==> src/riscv_macros.svh <==
`ifndef RISCV_MACROS_SVH
`define RISCV_MACROS_SVH

// Address of the first fetch after reset
`define RESET_ADDR 32'h0000_0000

// Data and address width
`define XLEN 32

// Architectural registers x0 to x31
`define REG_COUNT 32

// Encoding of addi x0, x0, 0
`define NOP_INSTR 32'h0000_0013

`endif

==> src/riscvPkg.sv <==
`include "riscv_macros.svh"

package riscvPkg;

  typedef enum logic [6:0] {
    opLoad   = 7'b0000011,
    opImm    = 7'b0010011,
    opAuipc  = 7'b0010111,
    opStore  = 7'b0100011,
    opReg    = 7'b0110011,
    opLui    = 7'b0110111,
    opBranch = 7'b1100011,
    opJalr   = 7'b1100111,
    opJal    = 7'b1101111,
    opSystem = 7'b1110011
  } opcode_e;

  typedef enum logic [3:0] {
    stFetch, stDecode, stMemAddr, stMemRead, stMemWb, stMemWrite, stExecR,
    stExecI, stAluWb, stBranch, stJal, stJalr, stHalt
  } fsmState_e;

  typedef enum logic [3:0] {
    aluAdd, aluSub, aluSll, aluSlt, aluSltu, aluXor, aluSrl, aluSra, aluOr,
    aluAnd, aluPassB
  } aluOp_e;

  typedef enum logic [1:0] {srcAPc, srcAOldPc, srcARegA} srcASel_e;
  typedef enum logic [1:0] {srcBRegB, srcBImm, srcBFour} srcBSel_e;
  typedef enum logic [1:0] {resAluOut, resData, resAluResult} resultSel_e;

  typedef struct packed {
    opcode_e          opcode;
    logic [2:0]       funct3;
    logic             funct7b5;
    logic [4:0]       rs1;
    logic [4:0]       rs2;
    logic [4:0]       rd;
    logic [`XLEN-1:0] imm;
  } decodedInstr_t;

  typedef struct packed {
    logic zero;   // Operands equal
    logic lt;
    logic ltu;
  } aluFlags_t;

  typedef struct packed {
    logic       pcWrite;
    logic       irWrite;
    logic       regWrite;
    logic       memWrite;
    logic       adrSrc;       // Memory address from result instead of PC
    srcASel_e   srcASel;
    srcBSel_e   srcBSel;
    resultSel_e resultSel;
    aluOp_e     aluOp;
    logic [1:0] accessSize;   // funct3[1:0]
    logic       unsignedLoad; // funct3[2]
  } ctrlSignals_t;

endpackage

==> src/aluUnit.sv <==
`timescale 1ns/100ps
`include "riscv_macros.svh"

module aluUnit import riscvPkg::*; (
  input  logic [`XLEN-1:0] srcA,
  input  logic [`XLEN-1:0] srcB,
  input  aluOp_e           aluOp,
  output logic [`XLEN-1:0] result,
  output aluFlags_t        flags
);

  logic [4:0] shamt;

  assign shamt = srcB[4:0];

  // Comparison flags independent of aluOp
  assign flags.zero = (srcA == srcB);
  assign flags.lt   = ($signed(srcA) < $signed(srcB));
  assign flags.ltu  = (srcA < srcB);

  always_comb begin
    case (aluOp)
      aluAdd: result = srcA + srcB;
      aluSub: result = srcA - srcB;
      aluSll: result = srcA << shamt;
      aluSlt: result = {{(`XLEN-1){1'b0}}, flags.lt};
      aluSltu: result = {{(`XLEN-1){1'b0}}, flags.ltu};
      aluXor: result = srcA ^ srcB;
      aluSrl: result = srcA >> shamt;
      aluSra: result = $unsigned($signed(srcA) >>> shamt);
      aluOr: result = srcA | srcB;
      aluAnd: result = srcA & srcB;
      default: result = srcB;             // LUI
    endcase
  end

endmodule

==> src/controlFsm.sv <==
`timescale 1ns/100ps

module controlFsm import riscvPkg::*; (
  input  logic          clk,
  input  logic          rstN,
  input  decodedInstr_t instr,
  input  aluFlags_t     flags,
  output ctrlSignals_t  ctrl,
  output logic          halted
);

  fsmState_e state;
  fsmState_e nextState;
  logic      taken;

  function automatic aluOp_e aluDecode(input logic [2:0] f3, input logic f7b5,
                                       input logic isReg);
    case (f3)
      3'b000: return (isReg && f7b5) ? aluSub : aluAdd;
      3'b001: return aluSll;
      3'b010: return aluSlt;
      3'b011: return aluSltu;
      3'b100: return aluXor;
      3'b101: return f7b5 ? aluSra : aluSrl;
      3'b110: return aluOr;
      default: return aluAnd;
    endcase
  endfunction

  always_ff @(posedge clk or negedge rstN) begin
    if (!rstN) state <= stFetch;
    else state <= nextState;
  end

  // Branch condition from funct3
  always_comb begin
    case (instr.funct3)
      3'b000: taken = flags.zero;
      3'b001: taken = !flags.zero;
      3'b100: taken = flags.lt;
      3'b101: taken = !flags.lt;
      3'b110: taken = flags.ltu;
      3'b111: taken = !flags.ltu;
      default: taken = 1'b0;
    endcase
  end

  always_comb begin
    nextState          = state;
    ctrl               = '0;
    ctrl.srcASel       = srcAOldPc;      // oldPc + imm unless overridden
    ctrl.srcBSel       = srcBImm;
    ctrl.aluOp         = aluAdd;
    ctrl.resultSel     = resAluOut;
    ctrl.accessSize    = instr.funct3[1:0];
    ctrl.unsignedLoad  = instr.funct3[2];

    case (state)
      stFetch: begin
        ctrl.irWrite   = 1'b1;
        ctrl.pcWrite   = 1'b1;
        ctrl.srcASel   = srcAPc;
        ctrl.srcBSel   = srcBFour;
        ctrl.resultSel = resAluResult;
        nextState      = stDecode;
      end
      stDecode: begin
        // ALU output register now holds the branch or JAL target
        case (instr.opcode)
          opLoad, opStore: nextState = stMemAddr;
          opReg: nextState = stExecR;
          opImm, opLui, opAuipc: nextState = stExecI;
          opBranch: nextState = stBranch;
          opJal: nextState = stJal;
          opJalr: nextState = stJalr;
          opSystem: nextState = (instr.imm == 32'd1) ? stHalt : stFetch;
          default: nextState = stFetch;  // Unsupported opcode acts as NOP
        endcase
      end
      stMemAddr: begin
        ctrl.srcASel = srcARegA;
        nextState    = (instr.opcode == opStore) ? stMemWrite : stMemRead;
      end
      stMemRead: begin
        ctrl.adrSrc = 1'b1;
        nextState   = stMemWb;
      end
      stMemWb: begin
        ctrl.resultSel = resData;
        ctrl.regWrite  = 1'b1;
        nextState      = stFetch;
      end
      stMemWrite: begin
        ctrl.adrSrc   = 1'b1;
        ctrl.memWrite = 1'b1;
        nextState     = stFetch;
      end
      stExecR: begin
        ctrl.srcASel = srcARegA;
        ctrl.srcBSel = srcBRegB;
        ctrl.aluOp   = aluDecode(instr.funct3, instr.funct7b5, 1'b1);
        nextState    = stAluWb;
      end
      stExecI: begin
        if (instr.opcode == opLui) begin
          ctrl.aluOp = aluPassB;
        end else if (instr.opcode == opImm) begin
          ctrl.srcASel = srcARegA;
          ctrl.aluOp   = aluDecode(instr.funct3, instr.funct7b5, 1'b0);
        end
        nextState = stAluWb;
      end
      stAluWb: begin
        ctrl.regWrite = 1'b1;
        if (instr.opcode == opJal || instr.opcode == opJalr) begin
          ctrl.srcBSel   = srcBFour;       // Link is oldPc + 4
          ctrl.resultSel = resAluResult;
        end
        nextState = stFetch;
      end
      stBranch: begin
        ctrl.srcASel = srcARegA;
        ctrl.srcBSel = srcBRegB;
        ctrl.aluOp   = aluSub;
        ctrl.pcWrite = taken;
        nextState    = stFetch;
      end
      stJal: begin
        ctrl.pcWrite = 1'b1;
        nextState    = stAluWb;
      end
      stJalr: begin
        ctrl.srcASel   = srcARegA;
        ctrl.resultSel = resAluResult;
        ctrl.pcWrite   = 1'b1;
        nextState      = stAluWb;
      end
      default: nextState = stHalt;      // stHalt is terminal
    endcase
  end

  assign halted = (state == stHalt);

  assert property (@(posedge clk) disable iff (!rstN)
    ctrl.memWrite |-> (state == stMemWrite) ##1 !ctrl.memWrite)
    else $error("memWrite outside the store cycle or longer than one cycle");

  assert property (@(posedge clk) disable iff (!rstN)
    ctrl.irWrite |-> (state == stFetch) ##1 (state == stDecode))
    else $error("irWrite outside fetch");

  assert property (@(posedge clk) disable iff (!rstN)
    (state == stHalt) |=> (state == stHalt))
    else $error("Left the halt state");

endmodule

==> src/datapathUnit.sv <==
`timescale 1ns/100ps
`include "riscv_macros.svh"

module datapathUnit import riscvPkg::*; (
  input  logic             clk,
  input  logic             rstN,
  input  ctrlSignals_t     ctrl,
  output decodedInstr_t    fields,
  output aluFlags_t        flags,
  output logic [`XLEN-1:0] memAddr,
  output logic [`XLEN-1:0] memWdata,
  output logic [3:0]       memWstrb,
  input  logic [`XLEN-1:0] memRdata,
  output logic [`XLEN-1:0] progCounter
);

  logic [`XLEN-1:0] pc;
  logic [`XLEN-1:0] oldPc;
  logic [`XLEN-1:0] instrReg;
  logic [`XLEN-1:0] regA;
  logic [`XLEN-1:0] regB;
  logic [`XLEN-1:0] aluOut;
  logic [`XLEN-1:0] dataReg;
  logic [`XLEN-1:0] rd1;
  logic [`XLEN-1:0] rd2;
  logic [`XLEN-1:0] srcA;
  logic [`XLEN-1:0] srcB;
  logic [`XLEN-1:0] aluResult;
  logic [`XLEN-1:0] result;
  logic [`XLEN-1:0] loadData;
  logic [3:0]       wmask;

  always_ff @(posedge clk or negedge rstN) begin
    if (!rstN) begin
      pc       <= `RESET_ADDR;
      oldPc    <= `RESET_ADDR;
      instrReg <= `NOP_INSTR;
    end else begin
      if (ctrl.pcWrite) pc <= {result[`XLEN-1:1], 1'b0};  // JALR clears bit 0
      if (ctrl.irWrite) begin
        instrReg <= memRdata;
        oldPc    <= pc;
      end
    end
  end

  // Captured every cycle and used by the next state
  always_ff @(posedge clk) begin
    regA    <= rd1;
    regB    <= rd2;
    aluOut  <= aluResult;
    dataReg <= loadData;
  end

  always_comb begin
    case (ctrl.srcASel)
      srcAPc: srcA = pc;
      srcAOldPc: srcA = oldPc;
      default: srcA = regA;
    endcase
    case (ctrl.srcBSel)
      srcBRegB: srcB = regB;
      srcBImm: srcB = fields.imm;
      default: srcB = `XLEN'd4;
    endcase
    case (ctrl.resultSel)
      resAluOut: result = aluOut;
      resData: result = dataReg;
      default: result = aluResult;
    endcase
  end

  instrDecode uDecode (.instr(instrReg), .fields(fields));

  registerFile uRegs (
    .clk(clk), .we(ctrl.regWrite), .rs1(fields.rs1), .rs2(fields.rs2),
    .rd(fields.rd), .wd(result), .rd1(rd1), .rd2(rd2)
  );

  aluUnit uAlu (
    .srcA(srcA), .srcB(srcB), .aluOp(ctrl.aluOp), .result(aluResult), .flags(flags)
  );

  memAlign uAlign (
    .addrLow(memAddr[1:0]), .size(ctrl.accessSize), .unsignedLoad(ctrl.unsignedLoad),
    .storeData(regB), .rdata(memRdata), .wdata(memWdata), .wmask(wmask),
    .loadData(loadData)
  );

  assign memAddr     = ctrl.adrSrc ? result : pc;
  assign memWstrb    = wmask & {4{ctrl.memWrite}};   // Strobe only in the store cycle
  assign progCounter = oldPc;

endmodule

==> src/instrDecode.sv <==
`timescale 1ns/100ps
`include "riscv_macros.svh"

module instrDecode import riscvPkg::*; (
  input  logic [`XLEN-1:0] instr,
  output decodedInstr_t    fields
);

  opcode_e          opcode;
  logic [`XLEN-1:0] immI;
  logic [`XLEN-1:0] immS;
  logic [`XLEN-1:0] immB;
  logic [`XLEN-1:0] immU;
  logic [`XLEN-1:0] immJ;

  assign opcode = opcode_e'(instr[6:0]);

  // Sign bit is always instr[31]
  assign immI = {{21{instr[31]}}, instr[30:20]};
  assign immS = {{21{instr[31]}}, instr[30:25], instr[11:7]};
  assign immB = {{20{instr[31]}}, instr[7], instr[30:25], instr[11:8], 1'b0};
  assign immU = {instr[31:12], 12'b0};
  assign immJ = {{12{instr[31]}}, instr[19:12], instr[20], instr[30:21], 1'b0};

  always_comb begin
    fields.opcode   = opcode;
    fields.funct3   = instr[14:12];
    fields.funct7b5 = instr[30];      // SUB and SRA select
    fields.rs1      = instr[19:15];
    fields.rs2      = instr[24:20];
    fields.rd       = instr[11:7];

    // Format follows from the opcode
    case (opcode)
      opStore: fields.imm = immS;
      opBranch: fields.imm = immB;
      opLui,
      opAuipc: fields.imm = immU;
      opJal: fields.imm = immJ;
      default: fields.imm = immI;     // Loads, OP-IMM, JALR, SYSTEM
    endcase
  end

endmodule

==> src/memAlign.sv <==
`timescale 1ns/100ps
`include "riscv_macros.svh"

module memAlign (
  input  logic [1:0]       addrLow,
  input  logic [1:0]       size,          // 0 byte, 1 half, 2 word
  input  logic             unsignedLoad,
  input  logic [`XLEN-1:0] storeData,
  input  logic [`XLEN-1:0] rdata,
  output logic [`XLEN-1:0] wdata,
  output logic [3:0]       wmask,
  output logic [`XLEN-1:0] loadData
);

  logic [`XLEN-1:0] shifted;

  // Store lanes
  always_comb begin
    case (size)
      2'b00: begin
        wdata = {4{storeData[7:0]}};
        wmask = 4'b0001 << addrLow;
      end
      2'b01: begin
        wdata = {2{storeData[15:0]}};
        wmask = addrLow[1] ? 4'b1100 : 4'b0011;
      end
      default: begin
        wdata = storeData;
        wmask = 4'b1111;
      end
    endcase
  end

  // Addressed byte or half moved to bit 0
  assign shifted = rdata >> {addrLow, 3'b000};

  always_comb begin
    case (size)
      2'b00: loadData = {{24{!unsignedLoad && shifted[7]}}, shifted[7:0]};
      2'b01: loadData = {{16{!unsignedLoad && shifted[15]}}, shifted[15:0]};
      default: loadData = rdata;
    endcase
  end

endmodule

==> src/registerFile.sv <==
`timescale 1ns/100ps
`include "riscv_macros.svh"

module registerFile #(
  parameter int AddrW = $clog2(`REG_COUNT)
) (
  input  logic             clk,
  input  logic             we,
  input  logic [AddrW-1:0] rs1,
  input  logic [AddrW-1:0] rs2,
  input  logic [AddrW-1:0] rd,
  input  logic [`XLEN-1:0] wd,
  output logic [`XLEN-1:0] rd1,
  output logic [`XLEN-1:0] rd2
);

  logic [`XLEN-1:0] regs [`REG_COUNT];

  always_ff @(posedge clk) begin
    if (we && rd != '0) regs[rd] <= wd;   // x0 stays unwritten
  end

  assign rd1 = (rs1 == '0) ? '0 : regs[rs1];
  assign rd2 = (rs2 == '0) ? '0 : regs[rs2];

  assert property (@(posedge clk) (rs1 == '0) |-> (rd1 == '0))
    else $error("x0 read as nonzero");

endmodule

==> src/riscvCore.sv <==
`timescale 1ns/100ps
`include "riscv_macros.svh"

module riscvCore import riscvPkg::*; (
  input  logic             clk,
  input  logic             rstN,
  output logic [`XLEN-1:0] memAddr,
  output logic [`XLEN-1:0] memWdata,
  output logic [3:0]       memWstrb,
  input  logic [`XLEN-1:0] memRdata,
  output logic [`XLEN-1:0] progCounter,
  output logic             halted
);

  ctrlSignals_t  ctrl;
  decodedInstr_t fields;
  aluFlags_t     flags;

  controlFsm uControl (
    .clk(clk), .rstN(rstN), .instr(fields), .flags(flags), .ctrl(ctrl), .halted(halted)
  );

  // Unified port serves fetch and data access
  datapathUnit uDatapath (
    .clk(clk), .rstN(rstN), .ctrl(ctrl), .fields(fields), .flags(flags),
    .memAddr(memAddr), .memWdata(memWdata), .memWstrb(memWstrb),
    .memRdata(memRdata), .progCounter(progCounter)
  );

endmodule

==> config.mk <==
export PLATFORM = sky130hd
export DESIGN_NAME = riscvCore
export DESIGN_NICKNAME = d
export VERILOG_FILES = /design/src/riscvPkg.sv /design/src/aluUnit.sv /design/src/controlFsm.sv /design/src/datapathUnit.sv /design/src/instrDecode.sv /design/src/memAlign.sv /design/src/registerFile.sv /design/src/riscvCore.sv
export VERILOG_INCLUDE_DIRS = /design/src /design/src/src
export SDC_FILE = /design/constraint.sdc
export NUM_CORES = 2
export LEC_CHECK = 0
export BUFFER_PORTS_ARGS = -buffer_cell sky130_fd_sc_hd__buf_2
export CAP_MARGIN = 20
export CELL_PAD_IN_SITES_DETAIL_PLACEMENT = 2
export CELL_PAD_IN_SITES_GLOBAL_PLACEMENT = 2
export CORE_MARGIN = 2
export CORE_UTILIZATION = 40
export DETAILED_ROUTE_END_ITERATION = 10
export GPL_TIMING_DRIVEN = 0
export PLACE_DENSITY = 0.68
export SKIP_CTS_REPAIR_TIMING = 1
export SYNTH_ARGS = -nofsm -noshare
export SYNTH_HDL_FRONTEND = slang
export SYNTH_SLANG_ARGS = --single-unit
==> constraint.sdc <==
create_clock -name clk -period 11.16 [get_ports clk]
set_input_delay 0.558 -clock clk [delete_from_list [all_inputs] [get_ports clk]]
set_output_delay 0.558 -clock clk [all_outputs]
set_load 0.1 [all_outputs]
# Word-level counts from Yosys, hierarchy flattened
# Memories as Yosys holds them, arrays and structs flattened. A register that Yosys moved wholly into a read port is not among the register bits.
# Index checks and enable logic that the tools add are counted.
# classes
addsub	2
order_cmp	2
n_reduce_logical	29
n_shift	5
muxes	35
bitwise	4
eq_ne	44
# op_table
op	n
case mux 32 bit (10 select lines)	1
case mux 32 bit (2 select lines)	5
case mux 31 bit (4 select lines)	1
case mux 4 bit (7 select lines)	3
less-than comparator 32 bit	2
adder 32 bit	1
AND 32 bit	1
== test 32 x 1 -> 1 bit, second input constant	1
== test 32 bit	1
== test 4 x 3 -> 1 bit, second input constant	8
2-to-1 mux 32 bit	1
bitwise OR 32 bit	1
<< shifter 32 x 5 -> 32 bit	1
right shift 32 x 5 -> 16 bit	1
right shift 32 x 5 -> 32 bit	1
>>> shifter 32 x 5 -> 32 bit	1
subtractor 32 bit	1
bitwise XOR 32 bit	1
== test 4 bit, second input constant	7
== test 7 bit, second input constant	4
case mux 4 bit (6 select lines)	1
== test 7 x 6 -> 1 bit, second input constant	3
2-to-1 mux 4 bit	5
case mux 2 bit (3 select lines)	3
other kinds (28)	66
# word_totals
elab_cells	128
ram_bits	1024
n_memories	1
ff_bits	162
out_inout_bits	101
# memory_table
name	words	word_bits	read_ports	rd_clocked_by_memory_dff	wr	line_no	text
uDatapath.uRegs.regs	32	32	2	2	1	registerFile.sv:17	logic [`XLEN-1:0] regs [`REG_COUNT];

# Logic depth before layout (Yosys ltp)
# logic_depth
depth_word	13
ltp_mapped	26
mapped_depth_nobuf	19

# Modules after synthesis
# A second synthesis with hierarchy kept.
# unflattened
hier_cells	5140
area_unflattened_um2	68665.9
# modules_own_cells
module	area_per_inst_um2	seq_area_each_um2	cells_each	n_inst
registerFile	47929.7	30749.5	2564	1
aluUnit	9098.7	0.0	1387	1
datapathUnit	8942.3	4918.5	798	1
memAlign	1257.5	0.0	199	1
controlFsm	849.6	100.1	116	1
instrDecode	588.1	0.0	76	1

# Worst setup path before layout
# OpenSTA, ideal clock, no wires.
# synth_timing
path_kind	reg2reg
from	register uDatapath.instrReg[0]
to	memory uDatapath.uRegs.regs[0][28] in the netlist's numbering, data pin
arrival_time_ps	6144
path_slack_ps	4562
setup_time_ps	454
path_buffers	5
period_less_slack_ps	6598
stages_incl_launch_ff	21
cell_sequence	dfstp_2 and4b_1 nand3_1 a211oi_1 a311o_1 clkbuf_1 clkbuf_1 buf_1 buf_1 ha_1 clkbuf_1 a211oi_1 o31ai_1 and3_1 o311ai_0 a221o_1 o31ai_1 nor2_1 xnor2_1 a221oi_1 o21ai_0
# synth_between
elab_chain_cells	9
# synth_rtl
element	line_no	text
from (decl)	datapathUnit.sv:19	logic [`XLEN-1:0] instrReg;
from (signal assigned)	datapathUnit.sv:37	instrReg <= `NOP_INSTR;
from (signal assigned)	datapathUnit.sv:41	instrReg <= memRdata;
== test 7 x 5 -> 1 bit, or another cell as far along	controlFsm.sv:107	end else if (instr.opcode == opImm) begin
2-to-1 mux 2 bit / logical OR 1 bit (equally long branches)	controlFsm.sv:107, controlFsm.sv:115	
2-to-1 mux 2 bit / 2-to-1 mux 4 bit (equally long branches)	controlFsm.sv:105, controlFsm.sv:115	
case mux 2 bit (3 select lines)	controlFsm.sv:58	case (state)
== test 2 x 1 -> 1 bit, or another cell as far along	datapathUnit.sv:56	case (ctrl.srcASel)
case mux 32 bit (2 select lines), on equally long branches	datapathUnit.sv:56, datapathUnit.sv:61	
subtractor 32 bit, or another cell as far along	aluUnit.sv:24	aluSub: result = srcA - srcB;
case mux 32 bit (10 select lines)	aluUnit.sv:22	case (aluOp)
case mux 32 bit (2 select lines) *	datapathUnit.sv:66	case (ctrl.resultSel)
via uDatapath.result[28]	datapathUnit.sv:29	logic [`XLEN-1:0] result;
to (decl)	registerFile.sv:17	
# The timed path passes the listed nets; every way through them passes the cells marked *.

# Final worst setup path
# layout_timing
from	register uControl.state[1]
to	memory uDatapath.uRegs.regs[17][18] in the netlist's numbering, data pin
# layout_between
elab_chain_cells	8
# layout_rtl
element	line_no	text
from (decl)	controlFsm.sv:12	fsmState_e state;
from (signal assigned)	controlFsm.sv:31	if (!rstN) state <= stFetch;
from (signal assigned)	controlFsm.sv:32	else state <= nextState;
== test 4 x 2 -> 1 bit, or another cell as far along	controlFsm.sv:58	
OR reduction 4 bit (no line) / OR reduction 2 bit (equally long branches)	-	
case mux 2 bit (3 select lines)	controlFsm.sv:58	
== test 2 x 1 -> 1 bit, or another cell as far along	datapathUnit.sv:56	
case mux 32 bit (2 select lines), on equally long branches	datapathUnit.sv:56, datapathUnit.sv:61	
subtractor 32 bit, or another cell as far along	aluUnit.sv:24	
case mux 32 bit (10 select lines)	aluUnit.sv:22	
case mux 32 bit (2 select lines) *	datapathUnit.sv:66	
via uDatapath.result[18]	datapathUnit.sv:29	
# Marked as above.

==> results.yml <==
timing:
  period_needed_ps: 10850
  worst_hold_slack_ps: -14.6
  timing.fmax_ghz: 0.0922
  final-hold-violation-count: 2
  final_min_period_over_clock_period_pct: 97.2
  rsz0062_at_grt: "false"
  worstMarginPinSlew_ps: 1260
  report.final.slew_viol_count: 0
  final.setup_skew_ps: 52.8
  finalSetupViolCount: 0
  max_slew_margin_pct: 15.9
  layout_setup_ws_ps: 310
  total_negative_slack_ps: 0
finish:
  layout-drive-gt1-share_pct: 26.9
  layout.nets: 5225
  area_growth_syn_to_layout_pct: 17.1
  final_cell_count_no_fill: 7395
floorplanning:
  chipWidth_um: 411
  core_area_um2: 165000
  initial_core_util_pct: 40.2
  dieHeight_um: 411
  design.die.area_um2: 169000
  placement_rows: 149
  io_pins: 135
worst_setup_path:
  critical_path.max_stage_delay_ps: 970
  timing.critical_path.to_type: "flop"
  cp-startpoint: "uControl.state[1]$_DFF_PN0_"
  rr_endpoint: "uDatapath.uRegs.regs[17][18]$_DFFE_PP_"
  critPathLaunchType: "flop"
  timing.critical_path.slowest_stage_cell: "sky130_fd_sc_hd__o21ai_0"
  critPathRequiredTime_ps: 11670
  path_common_cell: "sky130_fd_sc_hd__clkbuf_1"
  r2r.worst_path.cells: 23
  regToRegStartpoint: "uControl.state[1]$_DFF_PN0_"
  max_fanout_on_critical_path: 27
  cell_by_cell_trace_of_the_critical_path: "clkbuf_1 -> or2_2 -> clkbuf_1 -> a211oi_1 -> a311o_1 -> clkbuf_1 -> clkbuf_1 -> clkbuf_2 -> clkdlybuf4s15_1 -> ha_1 -> clkbuf_1 -> nor2b_1 -> o31a_1 -> o21ai_0 -> o21ai_0 -> a21boi_0 -> o21ai_0 -> or3_1 -> o21ai_0 -> or4_1 -> a21oi_1 -> o21ai_2 -> buf_8"
  crit_type: "flop to flop"
  worst-endpoint-arrival_ps: 11360
  setup.reg_to_reg.worst_slack_ps: 310
synth:
  largest_family_of_logic_cells_by_synthesized_area: "multiplexers"
  synthesized_area_fraction_occupied_by_and_or_nand_nor_cells_pct: 6.80
  yosys-mux-area-fraction_pct: 25.7
  adder_cell_share_of_the_synthesized_area_pct: 1.89
  yosys-top-cells-area: "sky130_fd_sc_hd__edfxtp_1 (46%), sky130_fd_sc_hd__mux4_2 (22%), sky130_fd_sc_hd__dfxtp_1 (3.9%)"
  yosys_most_used_dff: "sky130_fd_sc_hd__edfxtp_1"
  synth_async_sr_flop_share_pct: 7.84
  syn_area_um2: 66200
  yosysTopAreaCellShare_pct: 46.5
  ys.warnings.count: 0
  synth_enable_flop_cells: 1024
  synth.avg_cell_area_um2: 14.4
  synth_cell_type_count: 95
  post_synthesis_instance_total: 4593
  synth_largest_area_cell: "sky130_fd_sc_hd__edfxtp_1"
  synth.yosys.seq_area_share_pct: 54.1
  post_synth_xor_area_fraction_pct: 0.265
  synth_compound_gate_area_share_pct: 8.47
  synth-seq-cells: 1250
routing:
  route.detailed.drc: 0
  dr_total_vias: 50700
  postRouteAntennaNets: 0
  avgViaCountPerCell: 6.86
  totalWireLength_um: 338000
  drt_iter0_drc: 6658
  routedWlPerCell_um: 45.7
  drt_pass1_iterations: 5
cts:
  clock_tree.buffer_depth: 3
  tritoncts.num_buffers: 137
  tritoncts: "yes"
  root_buffer: "sky130_fd_sc_hd__clkbuf_16"
  clkSlewWorstSetupHoldPaths_ps: 70
  clock_sink_count: 1250
  htreeDepth: 4
  clock_latency_ps: 820
grt:
  grt_pass1_wl_um: 457000
  antenna_found_initial: 20
  pin_count_of_the_biggest_net_entering_global_routing: 79
  track_usage_pct: 39.9
  grt_pass1_vias: 52200
  gr-total-overflow: 0
placement:
  hpwlAfterDp_um: 259000
  globalplace.congestion: 1.02
  number_of_cells_after_detailed_placement: 7111
  dp_worst_setup_slack_ps: 505
  port-buffer-count: 133
status:
  violations: "hold timing"
  status: "finished with violations"
hold_path:
  min_to: "uDatapath.instrReg[3]$_DFFE_PN0P_"
  min_from: "memRdata[3]"
  whs_path_depth: 3
  timing.hold.worst.class: "primary input to flop"
job:
  maxCapViolCount: 0
-- worst max-delay path: cells and delay by family (launching register included) --
kind	cells	cell delay, ps
compound gates	10	4770
buf+inv	8	3730
simple gates	4	1270
flops	1	360
fa+ha+maj	1	360
-- synth_stat cells, types with 16 or more instances --
library cell	number
sky130_fd_sc_hd__buf_1	76
sky130_fd_sc_hd__nand2b_1	18
sky130_fd_sc_hd__nor4_1	19
sky130_fd_sc_hd__o211ai_1	27
sky130_fd_sc_hd__o221a_2	26
sky130_fd_sc_hd__or3_1	20
sky130_fd_sc_hd__edfxtp_1	1024
sky130_fd_sc_hd__a31oi_1	22
sky130_fd_sc_hd__inv_1	110
sky130_fd_sc_hd__mux2i_1	197
sky130_fd_sc_hd__dfrtp_1	95
sky130_fd_sc_hd__a221oi_1	25
sky130_fd_sc_hd__a211oi_1	24
sky130_fd_sc_hd__mux2_2	46
sky130_fd_sc_hd__a21oi_1	207
sky130_fd_sc_hd__a21o_1	27
sky130_fd_sc_hd__o31ai_1	17
sky130_fd_sc_hd__o221ai_1	46
sky130_fd_sc_hd__nor2_1	322
sky130_fd_sc_hd__mux4_2	640
sky130_fd_sc_hd__o22ai_1	41
sky130_fd_sc_hd__o21ai_0	171
sky130_fd_sc_hd__nand3_1	58
sky130_fd_sc_hd__o32ai_1	16
sky130_fd_sc_hd__dfxtp_1	128
sky130_fd_sc_hd__nand2_1	422
sky130_fd_sc_hd__ha_1	97
sky130_fd_sc_hd__buf_2	35
sky130_fd_sc_hd__clkbuf_1	238
sky130_fd_sc_hd__nor3_1	68
sky130_fd_sc_hd__a22oi_1	51
-- cells by family (layout without fill, tap and decap cells) --
logic type	Yosys count	in the layout
other cells	1	36
mux	888	888
xor+xnor	20	20
fa+ha+maj	99	99
simple gates	1027	1027
buf+inv	476	1054
flops	1250	1250
compound gates	832	832
-- state kept, by name, indices dropped and copies added, names as in the netlist --
signal	flops
uDatapath.uRegs.regs	1024
uDatapath.aluOut	32
uDatapath.dataReg	32
uDatapath.instrReg	32
uDatapath.regA	32
uDatapath.regB	32
uDatapath.pc	31
uDatapath.progCounter	31
uControl.state	4
-- worst max-delay path by stage --
stage                                             endpoint  slack, ps  cells past startpoint
global route        uDatapath.uRegs.regs[17][18]$_DFFE_PP_        240                     23
finish              uDatapath.uRegs.regs[17][18]$_DFFE_PP_        310                     23
global placement     uDatapath.uRegs.regs[8][24]$_DFFE_PP_      -1530                     20
detailed placement   uDatapath.uRegs.regs[6][22]$_DFFE_PP_        500                     23
floorplan            uDatapath.uRegs.regs[0][28]$_DFFE_PP_       4560                     20
CTS                 uDatapath.uRegs.regs[21][22]$_DFFE_PP_        430                     23
-- routing by layer --
layer  wire (µm)  part of all wire (%)  vias to the layer above  global-route usage [%]
met3       28400                   8.4                      978                    8.12
met2      160000                    48                     3299                    64.4
li1            -                     -                    19400                       -
met1      119000                    35                    27000                    47.2
met4       30100                   8.9                       18                    29.8
met5         121                 0.036                        -                       0
-- cell type report --
| class | count | area, µm² |
|---|---|---|
| diodes | 3 | 7.51 |
| plain buffers | 363 | 1490 |
| clock buffers | 164 | 3620 |
| clock inverters | 86 | 811 |
| fillers | 15400 | 87100 |
| inverters | 113 | 424 |
| multi-input cells | 2899 | 29000 |
| flip-flops and latches | 1250 | 35800 |
| well taps | 2189 | 2740 |
| repair buffers | 328 | 3600 |
-- cells in the final DEF, fill, tap and decap left out, drive strengths merged, types with 16 or more instances in the layout --
master / instances
conb: 33
clkinv: 66
nor3: 69
o31ai: 17
o32ai: 16
nand3: 58
o211ai: 27
nor4: 19
inv: 122
o22ai: 41
a21oi: 207
nand2: 422
a211oi: 26
o221a: 27
mux2i: 199
o21ai: 182
o221ai: 46
mux2: 49
clkbuf: 405
a21o: 27
buf: 444
a31oi: 22
dfrtp: 95
ha: 97
nor2: 322
a22oi: 51
mux4: 640
or3: 20
nand2b: 18
edfxtp: 1024
a221oi: 26
dfxtp: 128
-- through the flow --
stage | area, µm² | util [%]
finish | 77500 | 47.1
global route | 77500 | 47.1
CTS | 77100 | 46.8
detailed placement | 72600 | 44.1
global placement | 69700 | 42.3
floorplan | 66300 | -
Power is not shown: default switching activity piles up to over one toggle a cycle in this logic, so the estimate is an artifact.
